$ cat config.mk
export PLATFORM = sky130hd
export DESIGN_NAME = dbg_triggers
export DESIGN_NICKNAME = d
export VERILOG_FILES = /design/src/hdl/dbg_trig_pkg.sv /design/src/hdl/dbg_trig_bank.sv /design/src/hdl/dbg_trig_match.sv /design/src/hdl/dbg_trig_match_array.sv /design/src/hdl/dbg_trig_warl.sv /design/src/hdl/dbg_triggers.sv
export SDC_FILE = /design/constraint.sdc
export NUM_CORES = 1
export LEC_CHECK = 0
export BUFFER_PORTS_ARGS = -buffer_cell sky130_fd_sc_hd__buf_2
export CORE_MARGIN = 2
export CORE_UTILIZATION = 25
export DETAILED_ROUTE_END_ITERATION = 8
export PLACE_DENSITY = 0.55
export SLEW_MARGIN = 30
export SYNTH_ARGS = -nofsm -noshare
export SYNTH_HDL_FRONTEND = slang
export SYNTH_SLANG_ARGS = --single-unit
export TNS_END_PERCENT = 30
$ cat constraint.sdc
create_clock -name clk -period 3.4 [get_ports clk]
set_input_delay 0.34 -clock clk [delete_from_list [all_inputs] [get_ports clk]]
set_output_delay 0.34 -clock clk [all_outputs]
set_load 0.02 [all_outputs]
$ cat src/hdl/dbg_trig_pkg.sv
`default_nettype none

package dbg_trig_pkg;

  ////////////////////////////////////////////////////////////
  // Widths and trigger encodings
  ////////////////////////////////////////////////////////////

  localparam int XLEN = 32; // Address and data width

  localparam logic [3:0] TTYPE_ETRIGGER  = 4'h5; // Exception trigger
  localparam logic [3:0] TTYPE_MCONTROL6 = 4'h6; // Address match trigger
  localparam logic [3:0] TTYPE_DISABLED  = 4'hF; // Trigger switched off

  localparam logic [XLEN-1:0] TDATA1_RST_VAL  = 32'hF800_0000; // Disabled type, dmode set
  localparam logic [XLEN-1:0] ETRIG_CODE_MASK = 32'h0000_09AF; // Implemented exception codes

  // Legal match codes, everything else resolves to EQ
  localparam logic [3:0] MATCH_EQ = 4'h0;
  localparam logic [3:0] MATCH_GE = 4'h2;
  localparam logic [3:0] MATCH_LT = 4'h3;

  // tdata1 field positions
  localparam int TDATA1_TYPE_HIGH  = 31;
  localparam int TDATA1_TYPE_LOW   = 28;
  localparam int MC6_MATCH_HIGH    = 10;
  localparam int MC6_MATCH_LOW     = 7;
  localparam int MC6_M             = 6;
  localparam int MC6_U             = 3;
  localparam int MC6_EXECUTE       = 2;
  localparam int MC6_STORE         = 1;
  localparam int MC6_LOAD          = 0;
  localparam int ETRIG_M           = 9;
  localparam int ETRIG_U           = 6;

  ////////////////////////////////////////////////////////////
  // Bundles
  ////////////////////////////////////////////////////////////

  typedef enum logic [1:0] {
    PRIV_LVL_U = 2'b00,
    PRIV_LVL_M = 2'b11
  } priv_lvl_t;

  typedef struct packed {
    logic [XLEN-1:0] wdata;      // Raw write data, or resolved next value
    logic            tselect_we;
    logic            tdata1_we;
    logic            tdata2_we;
  } csr_wr_t;

  typedef struct packed {
    logic [XLEN-1:0] tselect;
    logic [XLEN-1:0] tdata1;     // Of the selected trigger
    logic [XLEN-1:0] tdata2;
  } csr_rd_t;

  typedef struct packed {
    logic [XLEN-1:0] tdata1;
    logic [XLEN-1:0] tdata2;
  } trig_cfg_t;

  typedef struct packed {
    logic [XLEN-1:0] pc;         // IF stage PC
    logic            ptr;        // Fetch is a table pointer, not an instruction
    priv_lvl_t       priv;
  } if_req_t;

  typedef struct packed {
    logic            valid;
    logic [XLEN-1:0] addr;
    logic            we;         // Store when set
    logic [3:0]      be;
    priv_lvl_t       priv;
  } lsu_req_t;

  typedef struct packed {
    logic            exc;        // Exception in WB
    logic [10:0]     cause;
    priv_lvl_t       priv;
  } wb_exc_t;

  typedef struct packed {
    logic if_hit;
    logic ex_hit;
    logic wb_hit;
  } trig_hit_t;

  // Match field WARL, only 0, 2 and 3 are kept
  function automatic logic [3:0] resolve_match(logic [3:0] match);
    return ((match == MATCH_GE) || (match == MATCH_LT)) ? match : MATCH_EQ;
  endfunction

endpackage

`default_nettype wire

$ cat src/hdl/dbg_trig_bank.sv
`default_nettype none

module dbg_trig_bank #(
  parameter int NUM_TRIGGERS = 1
) (
  input  logic                                          clk,
  input  logic                                          rst_n_i,
  input  dbg_trig_pkg::csr_wr_t                         wr_i,  // Already legalised
  output dbg_trig_pkg::csr_rd_t                         rd_o,
  output dbg_trig_pkg::trig_cfg_t [NUM_TRIGGERS-1:0]    cfg_o  // Every trigger, for matching
);

  logic [dbg_trig_pkg::XLEN-1:0] tselect_q;
  logic [dbg_trig_pkg::XLEN-1:0] tdata1_q [NUM_TRIGGERS];
  logic [dbg_trig_pkg::XLEN-1:0] tdata2_q [NUM_TRIGGERS];
  logic [NUM_TRIGGERS-1:0]       tdata1_we; // Per trigger write enables
  logic [NUM_TRIGGERS-1:0]       tdata2_we;

  // Trigger select
  always_ff @(posedge clk or negedge rst_n_i) begin
    if (!rst_n_i) begin
      tselect_q <= '0;
    end else if (wr_i.tselect_we) begin
      tselect_q <= wr_i.wdata;
    end
  end

  ////////////////////////////////////////////////////////////
  // Per trigger registers
  ////////////////////////////////////////////////////////////

  for (genvar idx = 0; idx < NUM_TRIGGERS; idx++) begin : gen_trig
    // Only the selected trigger takes the write
    assign tdata1_we[idx] = wr_i.tdata1_we && (tselect_q == idx);
    assign tdata2_we[idx] = wr_i.tdata2_we && (tselect_q == idx);

    always_ff @(posedge clk or negedge rst_n_i) begin
      if (!rst_n_i) begin
        tdata1_q[idx] <= dbg_trig_pkg::TDATA1_RST_VAL; // Disabled out of reset
        tdata2_q[idx] <= '0;
      end else begin
        if (tdata1_we[idx]) begin
          tdata1_q[idx] <= wr_i.wdata;
        end
        if (tdata2_we[idx]) begin
          tdata2_q[idx] <= wr_i.wdata;
        end
      end
    end

    assign cfg_o[idx].tdata1 = tdata1_q[idx];
    assign cfg_o[idx].tdata2 = tdata2_q[idx];
  end

  // Readback of the selected trigger
  always_comb begin
    rd_o.tselect = tselect_q;
    rd_o.tdata1  = tdata1_q[0];
    rd_o.tdata2  = tdata2_q[0];
    for (int i = 0; i < NUM_TRIGGERS; i++) begin
      if (tselect_q == i) begin
        rd_o.tdata1 = tdata1_q[i];
        rd_o.tdata2 = tdata2_q[i];
      end
    end
  end

  // WARL upstream must never let the index run past the bank
  a_tselect_range: assert property (@(posedge clk) disable iff (!rst_n_i)
                                    tselect_q < NUM_TRIGGERS)
    else $error("tselect 0x%0h beyond %0d triggers", tselect_q, NUM_TRIGGERS);

endmodule

`default_nettype wire

$ cat src/hdl/dbg_trig_match.sv
`default_nettype none

module dbg_trig_match (
  input  dbg_trig_pkg::trig_cfg_t       cfg_i,
  input  dbg_trig_pkg::if_req_t         if_req_i,
  input  dbg_trig_pkg::lsu_req_t        lsu_req_i,
  input  logic [dbg_trig_pkg::XLEN-1:0] lsu_low_i,  // Lowest byte of the access
  input  logic [dbg_trig_pkg::XLEN-1:0] lsu_high_i, // Highest byte of the access
  input  dbg_trig_pkg::wb_exc_t         wb_exc_i,
  output dbg_trig_pkg::trig_hit_t       hit_o
);

  logic [dbg_trig_pkg::XLEN-1:0] tdata1;
  logic [dbg_trig_pkg::XLEN-1:0] tdata2;
  logic [3:0]                    match;      // Already legal, see WARL block
  logic                          is_mc6;
  logic                          is_etrig;
  logic                          if_addr_match;
  logic [3:0]                    byte_match; // Enabled bytes that hit tdata2[1:0]
  logic                          lsu_addr_match;
  logic                          lsu_dir_en; // Load or store enabled for this access
  logic                          exc_code_match;

  // M and U enables against the stage privilege
  function automatic logic priv_en(logic m_en, logic u_en, dbg_trig_pkg::priv_lvl_t lvl);
    return (m_en && (lvl == dbg_trig_pkg::PRIV_LVL_M)) ||
           (u_en && (lvl == dbg_trig_pkg::PRIV_LVL_U));
  endfunction

  assign tdata1   = cfg_i.tdata1;
  assign tdata2   = cfg_i.tdata2;
  assign match    = tdata1[dbg_trig_pkg::MC6_MATCH_HIGH:dbg_trig_pkg::MC6_MATCH_LOW];
  assign is_mc6   = tdata1[dbg_trig_pkg::TDATA1_TYPE_HIGH:dbg_trig_pkg::TDATA1_TYPE_LOW] ==
                    dbg_trig_pkg::TTYPE_MCONTROL6;
  assign is_etrig = tdata1[dbg_trig_pkg::TDATA1_TYPE_HIGH:dbg_trig_pkg::TDATA1_TYPE_LOW] ==
                    dbg_trig_pkg::TTYPE_ETRIGGER;

  ////////////////////////////////////////////////////////////
  // Instruction address (IF)
  ////////////////////////////////////////////////////////////

  always_comb begin
    case (match)
      dbg_trig_pkg::MATCH_EQ: if_addr_match = (if_req_i.pc == tdata2);
      dbg_trig_pkg::MATCH_GE: if_addr_match = (if_req_i.pc >= tdata2);
      dbg_trig_pkg::MATCH_LT: if_addr_match = (if_req_i.pc <  tdata2);
      default:                if_addr_match = 1'b0;
    endcase
  end

  // Table pointers are data, never a fetch match
  assign hit_o.if_hit = is_mc6 && tdata1[dbg_trig_pkg::MC6_EXECUTE] && !if_req_i.ptr &&
                        priv_en(tdata1[dbg_trig_pkg::MC6_M], tdata1[dbg_trig_pkg::MC6_U],
                                if_req_i.priv) &&
                        if_addr_match;

  ////////////////////////////////////////////////////////////
  // Load/store address (EX)
  ////////////////////////////////////////////////////////////

  always_comb begin
    for (int b = 0; b < 4; b++) begin
      byte_match[b] = lsu_req_i.be[b] && (2'(b) == tdata2[1:0]);
    end
  end

  // EQ needs the word and one enabled byte, GE/LT take the span edge
  always_comb begin
    case (match)
      dbg_trig_pkg::MATCH_EQ: lsu_addr_match = (lsu_req_i.addr[31:2] == tdata2[31:2]) &&
                                               (|byte_match);
      dbg_trig_pkg::MATCH_GE: lsu_addr_match = (lsu_high_i >= tdata2);
      dbg_trig_pkg::MATCH_LT: lsu_addr_match = (lsu_low_i  <  tdata2);
      default:                lsu_addr_match = 1'b0;
    endcase
  end

  assign lsu_dir_en = (tdata1[dbg_trig_pkg::MC6_LOAD]  && !lsu_req_i.we) ||
                      (tdata1[dbg_trig_pkg::MC6_STORE] &&  lsu_req_i.we);

  assign hit_o.ex_hit = is_mc6 && lsu_req_i.valid && lsu_dir_en &&
                        priv_en(tdata1[dbg_trig_pkg::MC6_M], tdata1[dbg_trig_pkg::MC6_U],
                                lsu_req_i.priv) &&
                        lsu_addr_match;

  ////////////////////////////////////////////////////////////
  // Exception (WB)
  ////////////////////////////////////////////////////////////

  // tdata2 is a bitmap of causes, 32 and up never hit
  assign exc_code_match = (wb_exc_i.cause < 11'd32) && tdata2[wb_exc_i.cause[4:0]];

  assign hit_o.wb_hit = is_etrig && wb_exc_i.exc && exc_code_match &&
                        priv_en(tdata1[dbg_trig_pkg::ETRIG_M], tdata1[dbg_trig_pkg::ETRIG_U],
                                wb_exc_i.priv);

endmodule

`default_nettype wire

$ cat src/hdl/dbg_trig_match_array.sv
`default_nettype none

module dbg_trig_match_array #(
  parameter int NUM_TRIGGERS = 1
) (
  input  dbg_trig_pkg::trig_cfg_t [NUM_TRIGGERS-1:0] cfg_i,
  input  dbg_trig_pkg::if_req_t                      if_req_i,
  input  dbg_trig_pkg::lsu_req_t                     lsu_req_i,
  input  dbg_trig_pkg::wb_exc_t                      wb_exc_i,
  input  logic                                       debug_mode_i, // Core halted
  output dbg_trig_pkg::trig_hit_t                    hits_o
);

  logic [1:0]                                low_lsb;  // Lowest enabled byte
  logic [1:0]                                high_lsb; // Highest enabled byte
  logic [dbg_trig_pkg::XLEN-1:0]             lsu_low;
  logic [dbg_trig_pkg::XLEN-1:0]             lsu_high;
  dbg_trig_pkg::trig_hit_t [NUM_TRIGGERS-1:0] trig_hit; // One entry per trigger
  dbg_trig_pkg::trig_hit_t                   hit_any;

  ////////////////////////////////////////////////////////////
  // Byte span of the access
  ////////////////////////////////////////////////////////////

  always_comb begin
    low_lsb  = 2'b00; // No byte enabled leaves both at 0
    high_lsb = 2'b00;
    for (int b = 0; b < 4; b++) begin
      if (lsu_req_i.be[b]) begin
        high_lsb = 2'(b); // Last set bit wins
      end
    end
    for (int b = 3; b >= 0; b--) begin
      if (lsu_req_i.be[b]) begin
        low_lsb = 2'(b);
      end
    end
  end

  assign lsu_low  = {lsu_req_i.addr[31:2], low_lsb};
  assign lsu_high = {lsu_req_i.addr[31:2], high_lsb};

  for (genvar idx = 0; idx < NUM_TRIGGERS; idx++) begin : gen_match
    dbg_trig_match dbg_trig_match_inst (
      .cfg_i      (cfg_i[idx]),
      .if_req_i   (if_req_i),
      .lsu_req_i  (lsu_req_i),
      .lsu_low_i  (lsu_low),
      .lsu_high_i (lsu_high),
      .wb_exc_i   (wb_exc_i),
      .hit_o      (trig_hit[idx])
    );
  end

  // Any trigger raises the stage hit
  always_comb begin
    hit_any = '0;
    for (int i = 0; i < NUM_TRIGGERS; i++) begin
      hit_any = hit_any | trig_hit[i];
    end
  end

  assign hits_o = debug_mode_i ? '0 : hit_any; // Triggers are off while halted

  a_no_hit_in_dmode: assert final ((debug_mode_i !== 1'b1) || (hits_o == '0))
    else $error("Trigger hit 0x%0h in debug mode", hits_o);

endmodule

`default_nettype wire

$ cat src/hdl/dbg_trig_warl.sv
`default_nettype none

module dbg_trig_warl #(
  parameter int NUM_TRIGGERS = 1
) (
  input  dbg_trig_pkg::csr_wr_t csr_wr_i, // Raw host write
  input  dbg_trig_pkg::csr_rd_t cur_i,    // Current register contents
  output dbg_trig_pkg::csr_wr_t wr_o      // Legal next value, strobes unchanged
);

  logic [dbg_trig_pkg::XLEN-1:0] wdata;
  logic [dbg_trig_pkg::XLEN-1:0] tselect_n;
  logic [dbg_trig_pkg::XLEN-1:0] tdata1_n;
  logic [dbg_trig_pkg::XLEN-1:0] tdata2_n;
  logic [3:0]                    wr_type;  // Type field being written
  logic [3:0]                    cur_type; // Type of the selected trigger now
  logic                          etrig_ok; // tdata2 only holds implemented codes

  assign wdata    = csr_wr_i.wdata;
  assign wr_type  = wdata[dbg_trig_pkg::TDATA1_TYPE_HIGH:dbg_trig_pkg::TDATA1_TYPE_LOW];
  assign cur_type = cur_i.tdata1[dbg_trig_pkg::TDATA1_TYPE_HIGH:dbg_trig_pkg::TDATA1_TYPE_LOW];
  assign etrig_ok = ~|(cur_i.tdata2 & ~dbg_trig_pkg::ETRIG_CODE_MASK);

  // Out of range index keeps the old selection
  assign tselect_n = (wdata < NUM_TRIGGERS) ? wdata : cur_i.tselect;

  ////////////////////////////////////////////////////////////
  // tdata1 legalisation
  ////////////////////////////////////////////////////////////

  always_comb begin
    tdata1_n = dbg_trig_pkg::TDATA1_RST_VAL; // Unknown types end up disabled
    if (wr_type == dbg_trig_pkg::TTYPE_MCONTROL6) begin
      tdata1_n = {
        dbg_trig_pkg::TTYPE_MCONTROL6,
        1'b1,                    // dmode
        11'b0,                   // Unimplemented fields 26:16
        4'b0001,                 // action, enter debug
        1'b0,                    // chain
        dbg_trig_pkg::resolve_match(
          wdata[dbg_trig_pkg::MC6_MATCH_HIGH:dbg_trig_pkg::MC6_MATCH_LOW]),
        wdata[dbg_trig_pkg::MC6_M],
        2'b00,                   // No S mode
        wdata[dbg_trig_pkg::MC6_U],
        wdata[dbg_trig_pkg::MC6_EXECUTE],
        wdata[dbg_trig_pkg::MC6_STORE],
        wdata[dbg_trig_pkg::MC6_LOAD]
      };
    end else if ((wr_type == dbg_trig_pkg::TTYPE_ETRIGGER) && etrig_ok) begin
      tdata1_n = {
        dbg_trig_pkg::TTYPE_ETRIGGER,
        1'b1,                    // dmode
        17'b0,                   // hit, vs, vu and reserved 26:10
        wdata[dbg_trig_pkg::ETRIG_M],
        2'b00,                   // No S mode
        wdata[dbg_trig_pkg::ETRIG_U],
        6'b000001                // action, enter debug
      };
    end
  end

  // Etrigger can only hold implemented codes
  assign tdata2_n = (cur_type == dbg_trig_pkg::TTYPE_ETRIGGER) ?
                    (wdata & dbg_trig_pkg::ETRIG_CODE_MASK) : wdata;

  // Single data word carries whichever register is strobed
  always_comb begin
    wr_o = csr_wr_i;
    if (csr_wr_i.tselect_we) begin
      wr_o.wdata = tselect_n;
    end else if (csr_wr_i.tdata1_we) begin
      wr_o.wdata = tdata1_n;
    end else if (csr_wr_i.tdata2_we) begin
      wr_o.wdata = tdata2_n;
    end
  end

  // Host side contract
  a_one_strobe: assert final ($isunknown({csr_wr_i.tselect_we, csr_wr_i.tdata1_we,
                                          csr_wr_i.tdata2_we}) ||
                              $onehot0({csr_wr_i.tselect_we, csr_wr_i.tdata1_we,
                                        csr_wr_i.tdata2_we}))
    else $error("More than one trigger CSR strobe in a cycle");

  a_legal_type: assert final ((wr_o.tdata1_we !== 1'b1) ||
                              (wr_o.wdata[31:28] inside {dbg_trig_pkg::TTYPE_ETRIGGER,
                                                         dbg_trig_pkg::TTYPE_MCONTROL6,
                                                         dbg_trig_pkg::TTYPE_DISABLED}))
    else $error("Illegal trigger type 0x%0h reaches tdata1", wr_o.wdata[31:28]);

endmodule

`default_nettype wire

$ cat src/hdl/dbg_triggers.sv
`default_nettype none

module dbg_triggers #(
  parameter int NUM_TRIGGERS = 2 // 1 to 4
) (
  input  logic                    clk,
  input  logic                    rst_n_i,
  input  dbg_trig_pkg::csr_wr_t   csr_wr_i,     // Host CSR write, one strobe at a time
  output dbg_trig_pkg::csr_rd_t   csr_rd_o,
  input  dbg_trig_pkg::if_req_t   if_req_i,     // IF stage
  input  dbg_trig_pkg::lsu_req_t  lsu_req_i,    // EX stage
  input  dbg_trig_pkg::wb_exc_t   wb_exc_i,     // WB stage
  input  logic                    debug_mode_i,
  output dbg_trig_pkg::trig_hit_t hits_o
);

  dbg_trig_pkg::csr_wr_t                     wr_legal; // Legalised write into the bank
  dbg_trig_pkg::trig_cfg_t [NUM_TRIGGERS-1:0] trig_cfg; // Live trigger contents

  ////////////////////////////////////////////////////////////
  // CSR side
  ////////////////////////////////////////////////////////////

  dbg_trig_warl #(
    .NUM_TRIGGERS (NUM_TRIGGERS)
  ) dbg_trig_warl_inst (
    .csr_wr_i (csr_wr_i),
    .cur_i    (csr_rd_o), // Current values for the hold and etrigger rules
    .wr_o     (wr_legal)
  );

  dbg_trig_bank #(
    .NUM_TRIGGERS (NUM_TRIGGERS)
  ) dbg_trig_bank_inst (
    .clk     (clk),
    .rst_n_i (rst_n_i),
    .wr_i    (wr_legal),
    .rd_o    (csr_rd_o),
    .cfg_o   (trig_cfg)
  );

  ////////////////////////////////////////////////////////////
  // Match side
  ////////////////////////////////////////////////////////////

  dbg_trig_match_array #(
    .NUM_TRIGGERS (NUM_TRIGGERS)
  ) dbg_trig_match_array_inst (
    .cfg_i        (trig_cfg),
    .if_req_i     (if_req_i),
    .lsu_req_i    (lsu_req_i),
    .wb_exc_i     (wb_exc_i),
    .debug_mode_i (debug_mode_i),
    .hits_o       (hits_o)
  );

endmodule

`default_nettype wire

==> metrics.txt <==
total iterations of the first detailed-routing run 5; nets@finish 1651; final WL 40470 um; Worst Hold End dbg_trig_bank_inst.tselect_q[0]; unrepaired setup endpoints after global routing true; Die Width 212.8 um; Worst-path clk slew 0.07 ns; crit-path max FO 3; area of the die approximately 45000 um2; initial core utilization 0.2530; Worst slew margin 0.4549; wire per inst 20.30 um; io pins around 230; Slew @ Worst Pin between 0.8 and 0.9 ns; FMAX 0.3086 GHz; syn_area_per_cell 9.652 um2; share of cells above drive strength 1 0.3255; Vias/cell 4.947; first-pass GRT wire length between 60000 and 70000 um; DPL Wire Length 33410 um; design area 13880 um2; Post-synth ARST share 1.000; largest net degree at the start of global routing 83; reg-to-reg critical path startpoint dbg_trig_bank_inst.tselect_q[16]; Hold Vio Cnt, Final 0; syn nets 1386; # setup viols final 0; synthesized area 10900 um2; Overflow after GRT 0; Core Region around 43000 um2; Syn Inst Count 1129; Sink Count 160; Synth Warn # 0; # rows between 70 and 80; vias in the first global route ~10000; setup TNS 0 ns; Min Hold Slack 0.1636 ns; skew final 0.01082 ns; maximum vdd drop 0.2835 mV; cts bufs inserted 17; H-tree levels 4; Initial DRC Count 618; Clock Latency Late Sink 0.43 ns; distinct cell type count after synthesis 57; placed inst area 13010 um2; final worst-path cycle share 0.9532; Post-DRT Antenna Nets 0; post-synthesis sequential area ratio 0.3686; PwrDens 318.6 nW/um2; post-layout util 0.3223; CTS tree done; Required @ worst endpoint about 3.1 ns; Hold Startpoint csr_wr_i[3]; WHS Path Cells 3; Setup crit end kind output pin; EDFF count, synth 0; PortBufs 223; Crit Path Class reg -> out; Die Y 212.8 um; Static Leak 0.006560 uW; Yosys reg bits 160; Reg2Reg Depth 9; residual DRC count 0; R2R Setup Slk 0.45 ns; root buffer cell clkbuf_16; via count 9865; PnR Total Power 4422 uW; Layout Area Growth over Synthesis 27.40%; status completed; minimum clock period about 3.2 ns; gr usage total 0.1789; GPL Wtd Cong 0.9102; Max Root-Sink Buffers 2; ys flop type dfrtp_1; Worst Setup Start Kind flip-flop; Max Slew Vio Count 0; max_cap viols 0; type of the most critical hold path in -> reg; R2R Path End dbg_trig_bank_inst.cfg_o[14]; CP Data Arrival Time a little under 3 ns; initial antenna violation count 5
[Yosys cell counts (4+ instances only)]
master	n	area, um2
dfrtp_1	150	3754
ha_1	130	1627
nand2_1	110	412.9
o21ai_0	89	445.4
inv_1	78	292.8
a21oi_1	75	375.4
mux2_2	69	777.0
nor2b_1	67	419.2
nor2_1	55	206.5
nor4_1	33	206.5
clkbuf_1	28	105.1
nand4_1	24	150.1
mux4_2	22	495.5
nand3_1	19	95.09
a22o_1	16	140.1
nor3_1	14	70.07
a21o_1	12	90.09
and4_1	11	96.34
a22oi_1	10	75.07
dfstp_2	10	262.8
nand2b_1	10	62.56
buf_1	8	30.03
mux2i_1	7	70.07
o22ai_1	7	43.79
a211oi_1	5	37.54
a21boi_0	5	37.54
a221oi_1	5	43.79
o211ai_1	5	37.54
o31ai_1	5	37.54
a31oi_1	4	25.02
nor3b_1	4	30.03
nor4bb_1	4	40.04
o2111ai_1	4	35.03
[logic make-up (layout without fill, tap and decap cells)]
logic type / count (synthesis) / after routing / share of synthesized area
flops: 160 / 160 / 0.3686
buf+inv: 119 / 397 / 0.04271
compound gates: 257 / 257 / 0.1430
other cells: 0 / 2 / 0
mux: 98 / 98 / 0.1232
fa+ha+maj: 130 / 130 / 0.1493
simple gates: 365 / 365 / 0.1733
[placed cells by master (no fill, tap or decap), types with 11 or more instances in the layout]
master and count:
and4_1 11, buf_4 60, mux4_2 22, buf_2 221, a21o_1 12, a22o_1 16, nand4_1 24, mux2_2 68
nor4_1 29, a21oi_1 74, dfrtp_1 146, ha_1 129, nand3_1 19, nor2b_1 67, clkbuf_16 17, inv_1 68
nand2_1 110, nor2_1 55, o21ai_0 83
[final cells by class]
type | count | area [um2]
fill | 4530 | 29190
sequential | 160 | 4021
timing repair buffer | 287 | 1640
tap | 585 | 732.0
antenna | 2 | 5.005
clock inverter | 14 | 171.4
inverter | 78 | 292.8
multi-input combinational | 850 | 6580
clock buffer | 18 | 439.2
[critical path: stages, from the launching register on]
cell      delay, ns
dfrtp_1        0.40
inv_2          0.09
ha_1           0.24
nor2b_1        0.14
o211ai_1       0.16
a21oi_1        0.09
o31a_1         0.30
o31ai_2        0.26
mux2_4         0.35
o211ai_1       0.17
buf_4          0.15
buf_4          0.13
[metal layers]
| layer | vias up | part of all wire | GRT usage |
|---|---|---|---|
| li1 | 4664 | - | - |
| met1 | 4806 | 0.46 | 0.2495 |
| met2 | 339 | 0.44 | 0.2750 |
| met3 | 50 | 0.065 | 0.03721 |
| met4 | 6 | 0.027 | 0.06004 |
| met5 | - | 0.00086 | 0 |
[flip-flops by register name (all words and copies together) (netlist names)]
register / count
dbg_trig_bank_inst.cfg_o: 128
dbg_trig_bank_inst.tselect_q: 32
[where the power goes]
group / switching, uW / internal [uW]
Clock: 866 / 1130
Combinational: 298 / 204
Sequential: 8.40 / 1910
Total: 1170 / 3250
[worst max path at each step]
stage / slack (ns) / startpoint / end
2_1_floorplan: 0.55 / dbg_trig_bank_inst.tselect_q[13] / csr_rd_o[18]
3_3_place_gp: 0.23 / dbg_trig_bank_inst.cfg_o[19] / hits_o[1]
3_5_place_dp: 0.26 / dbg_trig_bank_inst.cfg_o[19] / hits_o[1]
4_1_cts: 0.002 / dbg_trig_bank_inst.cfg_o[65] / hits_o[2]
5_1_grt: -0.03 / dbg_trig_bank_inst.cfg_o[65] / hits_o[2]
6_report: 0.16 / dbg_trig_bank_inst.cfg_o[65] / hits_o[2]
[stage by stage]
stage / instances / setup WS [ns]
finish: 1994 / 0.1592
global placement: 1947 / 0.2277
detailed placement: 1947 / 0.2580
floorplan: 1129 / 0.5480
global route: 1993 / -0.02513
CTS: 1982 / 0.001701
[repair_timing]
| item | 4_1_cts | 5_1_grt |
|---|---|---|
| hold buffers | 1 | 0 |
| setup buffers | 2 | 10 |
| resized for setup | 11 | 36 |
| hold endpoints to repair | 15 | 0 |
| pin swaps | 3 | 12 |
| setup endpoints to repair | 7 | 39 |
Note: power is estimated with default switching activity, not from simulation.
